**src/source/zx_video_pkg.sv**
```systemverilog
/*
 * ZX81 scan doubler shared definitions
 * line and frame geometry, sync thresholds, audio limit and separator states
 */
`default_nettype none

package zx_video_pkg;

	// output line, one zx81 line at 828 clk13 cycles split in two
	localparam int sd_line_len = 414;
	localparam int sd_col_w = 9;

	// input column counts a whole zx81 line at clk13 rate
	localparam int zx_col_w = 10;

	// sync pulses longer than this are a vsync
	localparam int vsync_len = 80;
	// sync length counter stops here
	localparam int sync_len_max = 255;

	// horizontal display window, 16 border pixels each side
	localparam int h_de_start = 64;
	localparam int h_de_end = 352;
	// hsync from here to the end of the output line
	localparam int hs_start = 384;

	// vertical display window in input lines
	localparam int v_de_start = 16;
	localparam int v_de_end = 240;
	localparam int line_cnt_w = 10;

	// pwm threshold, 32 of 256 is one eighth volume
	localparam int audio_limit = 32;
	localparam int pwm_w = 8;

	// composite sync separator states
	typedef enum logic [1:0] {
		sep_video,
		sep_hsync,
		sep_vsync
	} sync_state_t;

endpackage

`default_nettype wire
```
**src/source/scan_doubler_top.sv**
```systemverilog
/*
 * zx81 video and tape feedback top level
 * sync separator, line doubler and tape feedback on clk13
 */
`timescale 1ns/1ps
`default_nettype none

module scan_doubler_top (
	input logic clk13,
	input logic rst,
	input logic csync,
	input logic video,
	input logic tape_in,
	output logic [5:0] vga_r,
	output logic [5:0] vga_g,
	output logic [5:0] vga_b,
	output logic vga_hs,
	output logic vga_vs,
	output logic audio_l,
	output logic audio_r,
	output logic led
);

	// sync events from the separator
	logic line_start;
	logic line_end;
	logic frame_start;
	logic vsync;

	sync_separator u_sync_separator (
		.clk13 (clk13),
		.rst (rst),
		.csync (csync),
		.line_start (line_start),
		.line_end (line_end),
		.frame_start (frame_start),
		.vsync (vsync)
	);

	line_doubler u_line_doubler (
		.clk13 (clk13),
		.rst (rst),
		.video (video),
		.line_start (line_start),
		.line_end (line_end),
		.frame_start (frame_start),
		.vsync (vsync),
		.vga_r (vga_r),
		.vga_g (vga_g),
		.vga_b (vga_b),
		.vga_hs (vga_hs),
		.vga_vs (vga_vs)
	);

	// tape path is independent of the video
	tape_feedback u_tape_feedback (
		.clk13 (clk13),
		.rst (rst),
		.tape_in (tape_in),
		.audio_l (audio_l),
		.audio_r (audio_r),
		.led (led)
	);

endmodule

`default_nettype wire

```
**src/source/tape_feedback.sv**
```systemverilog
/*
 * tape feedback
 * synchronizes the tape signal, drives the LED and a quiet PWM audio pulse
 */
`timescale 1ns/1ps
`default_nettype none

module tape_feedback (
	input logic clk13,
	input logic rst,
	input logic tape_in,
	output logic audio_l,
	output logic audio_r,
	output logic led
);

	// two-stage synchronizer for the asynchronous tape level
	logic tape_meta;
	logic tape_sync;
	// free-running pwm phase
	logic [zx_video_pkg::pwm_w-1:0] pwm_cnt;
	logic tape_audio;

	always_ff @(posedge clk13) begin
		if (rst) begin
			tape_meta <= 1'b0;
			tape_sync <= 1'b0;
			pwm_cnt <= '0;
		end else begin
			tape_meta <= tape_in;
			tape_sync <= tape_meta;
			pwm_cnt <= pwm_cnt + 1'b1;
		end
	end

	// one eighth duty keeps the volume down
	assign tape_audio = tape_sync &&
		(pwm_cnt < zx_video_pkg::pwm_w'(zx_video_pkg::audio_limit));
	assign audio_l = tape_audio;
	assign audio_r = tape_audio;

	// video is distorted while loading, so the led shows tape activity
	assign led = !tape_sync;

endmodule

`default_nettype wire

```
**src/source/line_doubler.sv**
```systemverilog
/*
 * two-line scan doubler
 * stores one zx81 line at half rate while replaying the other twice,
 * then blanks, inverts and widens the pixel and makes the vga syncs
 */
`timescale 1ns/1ps
`default_nettype none

module line_doubler (
	input logic clk13,
	input logic rst,
	input logic video,
	input logic line_start,
	input logic line_end,
	input logic frame_start,
	input logic vsync,
	output logic [5:0] vga_r,
	output logic [5:0] vga_g,
	output logic [5:0] vga_b,
	output logic vga_hs,
	output logic vga_vs
);

	// two halves of 512 one-bit pixels, toggle picks the write half
	logic line_buf [0:(2**zx_video_pkg::zx_col_w)-1];
	logic toggle;

	// input column over a whole zx81 line
	logic [zx_video_pkg::zx_col_w-1:0] zx_col;
	// output column, restarts twice per input line
	logic [zx_video_pkg::sd_col_w-1:0] sd_col;
	// column delayed to match the registered pixel
	logic [zx_video_pkg::sd_col_w-1:0] sd_col_q;
	logic [zx_video_pkg::line_cnt_w-1:0] line_cnt;

	// pixel read from the replay half
	logic sd_video;

	logic h_de;
	logic v_de;
	logic hs;
	logic vb;

	// input side
	always_ff @(posedge clk13) begin
		if (rst) begin
			zx_col <= '0;
			toggle <= 1'b0;
			line_cnt <= '0;
		end else begin
			if (line_start)
				zx_col <= '0;
			else
				zx_col <= zx_col + 1'b1;

			// swap halves at the end of each zx81 line
			if (line_end)
				toggle <= !toggle;

			if (frame_start)
				line_cnt <= '0;
			else if (line_end)
				line_cnt <= line_cnt + 1'b1;
		end
	end

	// sample every second clk13 cycle, one pixel per zx81 pixel clock
	always_ff @(posedge clk13) begin
		if (zx_col[0])
			line_buf[{toggle, zx_col[zx_video_pkg::zx_col_w-1:1]}] <= video;
	end

	// output side
	always_ff @(posedge clk13) begin
		if (rst) begin
			sd_col <= '0;
			sd_col_q <= '0;
		end else begin
			if (line_start ||
					sd_col == zx_video_pkg::sd_col_w'(zx_video_pkg::sd_line_len - 1))
				sd_col <= '0;
			else
				sd_col <= sd_col + 1'b1;
			sd_col_q <= sd_col;
		end
	end

	// replay the other half at full rate
	always_ff @(posedge clk13) begin
		sd_video <= line_buf[{!toggle, sd_col}];
	end

	// display windows from the delayed column
	assign h_de = (sd_col_q >= zx_video_pkg::sd_col_w'(zx_video_pkg::h_de_start)) &&
		(sd_col_q < zx_video_pkg::sd_col_w'(zx_video_pkg::h_de_end));
	assign v_de = (line_cnt >= zx_video_pkg::line_cnt_w'(zx_video_pkg::v_de_start)) &&
		(line_cnt < zx_video_pkg::line_cnt_w'(zx_video_pkg::v_de_end));
	assign hs = (sd_col_q >= zx_video_pkg::sd_col_w'(zx_video_pkg::hs_start));

	// zx81 drives white for a 0 pixel
	assign vb = h_de && v_de && !sd_video;

	// grey, all channels the same
	assign vga_r = {6{vb}};
	assign vga_g = {6{vb}};
	assign vga_b = {6{vb}};

	// vga syncs are active low
	assign vga_hs = !hs;
	assign vga_vs = !vsync;

	a_sd_col_range: assert property (@(posedge clk13) disable iff (rst)
		sd_col <= zx_video_pkg::sd_col_w'(zx_video_pkg::sd_line_len - 1));

endmodule

`default_nettype wire

```
**src/source/sync_separator.sv**
```systemverilog
/*
 * composite sync separator
 * splits zx81 csync into line start, line end and vsync by pulse length
 */
`timescale 1ns/1ps
`default_nettype none

module sync_separator (
	input logic clk13,
	input logic rst,
	input logic csync,
	output logic line_start,
	output logic line_end,
	output logic frame_start,
	output logic vsync
);

	// previous csync sample for edge detection
	logic csync_d;
	// length of the current sync-low pulse
	logic [$clog2(zx_video_pkg::sync_len_max + 1)-1:0] sync_len;
	zx_video_pkg::sync_state_t state;

	logic cs_rise;
	logic cs_fall;

	assign cs_rise = csync && !csync_d;
	assign cs_fall = !csync && csync_d;

	always_ff @(posedge clk13) begin
		if (rst) begin
			csync_d <= 1'b1;
			sync_len <= '0;
			state <= zx_video_pkg::sep_video;
			line_start <= 1'b0;
			line_end <= 1'b0;
			frame_start <= 1'b0;
		end else begin
			csync_d <= csync;
			line_start <= 1'b0;
			line_end <= 1'b0;
			frame_start <= 1'b0;

			// count sync-low cycles up to sync_len_max
			if (csync)
				sync_len <= '0;
			else if (sync_len < ($bits(sync_len))'(zx_video_pkg::sync_len_max))
				sync_len <= sync_len + 1'b1;

			if (cs_fall) begin
				state <= zx_video_pkg::sep_hsync;
				line_end <= 1'b1;
			end else if (cs_rise) begin
				// only a short pulse restarts the line
				state <= zx_video_pkg::sep_video;
				line_start <= (state == zx_video_pkg::sep_hsync);
			end else if (!csync && state == zx_video_pkg::sep_hsync &&
					sync_len == ($bits(sync_len))'(zx_video_pkg::vsync_len - 1)) begin
				// counter hits vsync_len on this edge
				state <= zx_video_pkg::sep_vsync;
				frame_start <= 1'b1;
			end
		end
	end

	// vsync level follows the long-pulse state
	assign vsync = (state == zx_video_pkg::sep_vsync);

	a_start_excl: assert property (@(posedge clk13) disable iff (rst)
		!(line_start && frame_start));

	a_frame_in_sync: assert property (@(posedge clk13) disable iff (rst)
		frame_start |-> !csync);

endmodule

`default_nettype wire

```
**config.mk**
```make
export PLATFORM = sky130hd
export DESIGN_NAME = scan_doubler_top
export DESIGN_NICKNAME = d
export VERILOG_FILES = /design/src/source/zx_video_pkg.sv /design/src/source/scan_doubler_top.sv /design/src/source/tape_feedback.sv /design/src/source/line_doubler.sv /design/src/source/sync_separator.sv
export SDC_FILE = /design/constraint.sdc
export NUM_CORES = 2
export LEC_CHECK = 0
export BUFFER_PORTS_ARGS = -buffer_cell sky130_fd_sc_hd__buf_2
export CORE_MARGIN = 2
export CORE_UTILIZATION = 60
export CTS_CLUSTER_DIAMETER = 120
export DETAILED_ROUTE_END_ITERATION = 7
export PLACE_DENSITY = 0.76
export RECOVER_POWER = 100
export SLEW_MARGIN = 5
export SYNTH_ARGS = -nofsm -noshare
export SYNTH_HDL_FRONTEND = slang
export SYNTH_SLANG_ARGS = --single-unit
```
**constraint.sdc**
```tcl
create_clock -name clk13 -period 2.94 [get_ports clk13]
set_input_delay 0.588 -clock clk13 [delete_from_list [all_inputs] [get_ports clk13]]
set_output_delay 0.588 -clock clk13 [all_outputs]
set_load 0.05 [all_outputs]
```
Word-level counts from Yosys, hierarchy flattened
Memories as Yosys holds them, arrays and structs flattened. A register that Yosys moved wholly into a read port is not among the register bits.
Cells that the tools add are included.
Storage, ports and cells
  register bits after elaboration: 63
  bits in writable memories: 1024
  output and inout bits: 23
  word-level logic and storage cells: 64
  memories kept: 1
Memories
  u_line_doubler.line_buf: words 1024, width 1, read ports 1, clocked after memory_dff 1, wr ports 1, line line_doubler.sv:25  | logic line_buf [0:(2**zx_video_pkg::zx_col_w)-1];
Cells by class
  add/sub/neg operators: 5
  $lt $le $gt $ge: 7
  equal/unequal tests: 4
  multiplexer cells: 7
  bitwise gates (word level): 1
  reduce and logical (&&, ||, !) cells: 24
Operators with widths (count)
  adder 10 x 1 -> 10 bit (second input constant): 2
  adder 8 x 1 -> 8 bit (second input constant): 2
  greater-or-equal comparator 10 x 5 -> 1 bit (second input constant): 1
  less-than comparator 10 x 8 -> 1 bit (second input constant): 1
  adder 9 x 1 -> 9 bit (second input constant): 1
  == test 9 bit (second input constant): 1
  greater-or-equal comparator 9 x 7 -> 1 bit (second input constant): 1
  greater-or-equal comparator 9 bit (second input constant): 1
  logical AND 1 bit: 9
  less-than comparator 9 bit (second input constant): 1
  == test 8 x 7 -> 1 bit (second input constant): 1
  less-than comparator 8 x 6 -> 1 bit (second input constant): 1
  less-than comparator 8 bit (second input constant): 1
  OR reduction 2 bit: 4
  zero test 1 bit: 7
  two-way mux 1 bit: 7
  OR reduction 3 bit: 2
  nonzero test 3 bit: 1
  == test 2 x 1 -> 1 bit (second input constant): 1
  == test 2 bit (second input constant): 1
  logical OR 1 bit: 1
  NOT 1 bit: 1

Logic depth before layout (Yosys ltp)
  depth after elaboration: 6
  gate-level depth with buffers: 13
  gate-level depth less buffers: 7

Hierarchy
A second synthesis with hierarchy kept.
Unflattened totals
  cells, all modules: 3343
  area total of the unflattened synthesis: 47097.7 µm²
By module, submodules not included
  line_doubler: instances 1, cells each 3233, area an instance 46082.9 µm², seq. area each 31450.2 µm²
  sync_separator: instances 1, cells each 69, area an instance 631.9 µm², seq. area each 280.3 µm²
  tape_feedback: instances 1, cells each 41, area an instance 382.9 µm², seq. area each 200.2 µm²

Least setup slack after synthesis
Ideal clock, no wire load.
  path kind: register to output
  start: register u_tape_feedback.tape_sync
  end: output audio_r
  data arrival time: 2.492 ns
  slack: -0.140 ns
  stages on the path, launching flop included: 4
  buffers on the path: 1
  path through: dfxtp_1 inv_1 nor4_1 buf_4
On the way
  cells in the longest elaborated chain, start to end: 1
RTL lines
  from (decl): line tape_feedback.sv:19  | logic tape_sync;
  from (signal assigned): line tape_feedback.sv:31  | tape_sync <= tape_meta;
  logical AND 1 bit: line tape_feedback.sv:37  | assign tape_audio = tape_sync &&
  to (decl): line scan_doubler_top.sv:20  | output logic audio_r,
Every way passes these cells.

==> results.json <==
{
  "async_flop_share": 0,
  "synth_top_area_frac": 0.652,
  "synth_edf_count": 1024,
  "grt_usage": 0.331,
  "cts_made_buffers": 107,
  "fin_area_um2": 52800,
  "finalPower_mw": 32.4,
  "ys.flop_type": "edfxtp_1",
  "cts_sinks": 1083,
  "crit_path_start_kind": "register",
  "design.core.area_um2": 77600,
  "cts_tree": "done",
  "r2r_cells": 10,
  "cp-end-kind": "register",
  "io_pins": 28,
  "p_comb_frac": 0.064,
  "switching_share": 0.217,
  "ant_nets": 0,
  "critPathLaunch": "u_line_doubler.sd_col[1]",
  "path_class": "register to register",
  "die_width_um": 284,
  "min_path_cells": 2,
  "grt_max_degree": 129,
  "cp_cell_sequence": "buf_8, buf_16, inv_1, clkbuf_1, nand3_1, o2111ai_1, o211ai_1, a211o_1, a211oi_2, o32ai_2",
  "slowest_stage": "dfxtp_4",
  "min_period_ps": 3000,
  "ys_top_cells_by_area": "edfxtp_1, mux4_2, nor2_1, dfxtp_1, clkbuf_1",
  "worstHoldStart": "tape_in",
  "cellInternalPower_mw": 25.3,
  "antenna_found_initial": 4,
  "yosysWarnings": 0,
  "cpPeakStageDelay_ps": 420,
  "syn2layout_area_growth_pct": 11.9,
  "dpl_cell_area_um2": 49300,
  "synth.avg_cell_area_um2": 14.0,
  "min_path_type": "input pin to register",
  "violations": "max-capacitance violations, max-slew violations, negative setup slack",
  "arrival_ps": 3560,
  "post-place-ws_ps": -447,
  "cts_buffer_depth": 3,
  "synth_nets": 3386,
  "num_rows": 102,
  "tns_ps": -61.4,
  "synth-seq-area-share": 0.677,
  "final_layout_size_suffix_gt1_frac": 0.208,
  "synth.largest_area_cell": "edfxtp_1",
  "syn_inst": 3374,
  "worst-path-buf-inv": 4,
  "gp_congestion": 0.970,
  "cap_violations": 1,
  "tightestPinTransition_ps": 2280,
  "clock-skew-final_ps": 22.4,
  "status": "complete, but fails checks",
  "path_delay_family": "compound AO/OA/AOI/OAI gates",
  "synth_area_um2": 47100,
  "timing.slew.headroom": -0.518,
  "setup_ws_ps": -61.4,
  "p_leak_nw": 15.9,
  "start_util": 0.607,
  "dieArea_um2": 80800,
  "fin_util": 0.680,
  "rr_startpoint": "u_line_doubler.sd_col[1]",
  "drcViolationCount": 0,
  "period_share": 1.02,
  "multi_input_area_um2": 13700,
  "portBuffers": 27,
  "finalMaxSlewViolations": 86,
  "yosysUniqueCellTypes": 67,
  "drt_first_pass_iters": 8,
  "ir_worst_vdd_mv": 0.496,
  "clock_latency_ps": 680,
  "synth-seq-cells": 1083,
  "grt_pass1_vias": 29908,
  "powerDensity_nw_per_um2": 614,
  "grt_pass1_wl_um": 194000,
  "p_switching_mw": 7.04,
  "wl_um": 136000,
  "regArea_um2": 31900,
  "finalSetupViolCount": 1,
  "die_h_um": 284,
  "fillers": 5111,
  "grt-ovfl-total": 0,
  "cts-root-buf": "clkbuf_16",
  "vias": 30701,
  "clk_pin_slew_ps": 60,
  "path_depth": 10,
  "fmax_mhz": 333,
  "fin_nets": 3446,
  "cts_max_level": 3,
  "initialDrtViolationCount": 5528,
  "p_seq_frac": 0.523,
  "dpl.hpwl_um": 77800,
  "viasPerCell": 6.72,
  "crit_fanout": 23,
  "p_clk_frac": 0.413,
  "avgRoutedWirePerCell_um": 29.7,
  "finalHoldViolCount": 0,
  "required_ps": 3500
}
==> synthesized netlist by cell type, drive strengths merged, types with 8 or more instances <==
cell type	number
a22oi	31
a2111oi	12
nand2b	15
inv	13
nor3	26
dfxtp	59
clkbuf	214
xnor2	15
o21ai	18
mux2i	49
xor2	17
o211ai	8
nor2b	38
o22ai	16
nor4	11
a21oi	25
and3	14
mux2	30
edfxtp	1024
a211oi	16
mux4	238
nor2	1102
nand3	47
nand2	120
nand4	10
and2	10
buf	117
==> power by group through the flow <==
| stage | logic, mW | registers, mW | clock network (mW) |
|---|---|---|---|
| after floorplan | 1.20 | 17.2 | 0 |
| after global placement | 1.86 | 17.3 | 0 |
| after detailed placement | 1.91 | 17.3 | 0 |
| after CTS | 1.96 | 16.9 | 13.4 |
| after global routing | 2.14 | 16.9 | 14.0 |
| final | 2.06 | 16.9 | 13.4 |
==> sequential cells by signal, indices dropped and copies added, names as in the netlist <==
name,cells
u_line_doubler.line_buf,1024
u_line_doubler.line_cnt,10
u_line_doubler.zx_col,10
u_line_doubler.sd_col,9
u_sync_separator.sync_len,8
u_tape_feedback.pwm_cnt,8
u_line_doubler.sd_col_q,4
u_sync_separator.state,2
u_line_doubler.sd_video,1
u_line_doubler.toggle,1
u_sync_separator.csync_d,1
u_sync_separator.frame_start,1
u_sync_separator.line_end,1
u_sync_separator.line_start,1
u_tape_feedback.tape_meta,1
u_tape_feedback.tape_sync,1
==> layout by cell type (no fill, tap or decap), drive strengths merged, types with 31 or more instances in the layout <==
master / netlist / final
mux4: 238 / 238
mux2i: 49 / 49
nor2: 1102 / 1102
clkbuf: 214 / 238
nand3: 47 / 47
nor2b: 38 / 38
edfxtp: 1024 / 1024
clkinv: 1 / 52
nand2: 120 / 120
dfxtp: 59 / 59
buf: 117 / 181
a22oi: 31 / 31
==> timing repair <==
item                                    in CTS  in global routing
cloned                                       0                  4
hold buffers                                 0                  0
buffers inserted                             7                 10
pin swaps                                    3                 10
gates resized for setup                     10                 36
endpoints found under the setup margin       1                  1
==> routing by layer <==
layer,wire length [um],global-route usage,share of wire,vias to the layer above
met1,45700,0.442,0.34,15277
li1,-,-,-,12383
met3,19600,0.0795,0.14,517
met2,62500,0.512,0.46,2522
met4,7850,0.173,0.058,2
met5,14,0,0.00010,-
==> final timing paths <==
path	endpoint	slack, ps
max	u_line_doubler.sd_video	-60
min	u_tape_feedback.tape_meta	140
max reg2reg	u_line_doubler.sd_video	-60
min reg2reg	u_tape_feedback.pwm_cnt[0]	440
==> stage by stage <==
| stage | cells | hold WS [ps] |
|---|---|---|
| floorplan | 3374 | 413 |
| global placement | 4345 | 425 |
| detailed placement | 4345 | 436 |
| CTS | 4554 | 127 |
| global route | 4567 | 146 |
| finish | 4570 | 136 |
==> logic make-up (layout without fill, tap and decap cells) <==
| family | count (synthesis) | count (layout) | share of synthesized area |
|---|---|---|---|
| adder cells (fa/ha/maj) | 7 | 7 | 0.00186 |
| multiplexers | 317 | 317 | 0.132 |
| buffers and inverters | 347 | 500 | 0.0354 |
| AO/OA/AOI/OAI | 169 | 169 | 0.0254 |
| other | 0 | 3 | 0 |
| XOR/XNOR | 32 | 32 | 0.00595 |
| flip-flops | 1083 | 1083 | 0.677 |
| AND/OR/NAND/NOR | 1419 | 1419 | 0.122 |
==> cell type report <==
class	count	share of cell area
diodes	3	0.000142
clock buffers	135	0.0539
clock inverters	67	0.0103
inverters	14	0.000996
multi-input cells	1944	0.260
flip-flops and latches	1083	0.606
well taps	1040	0.0247
repair buffers	284	0.0441
Power figures use the tool's default switching activity.
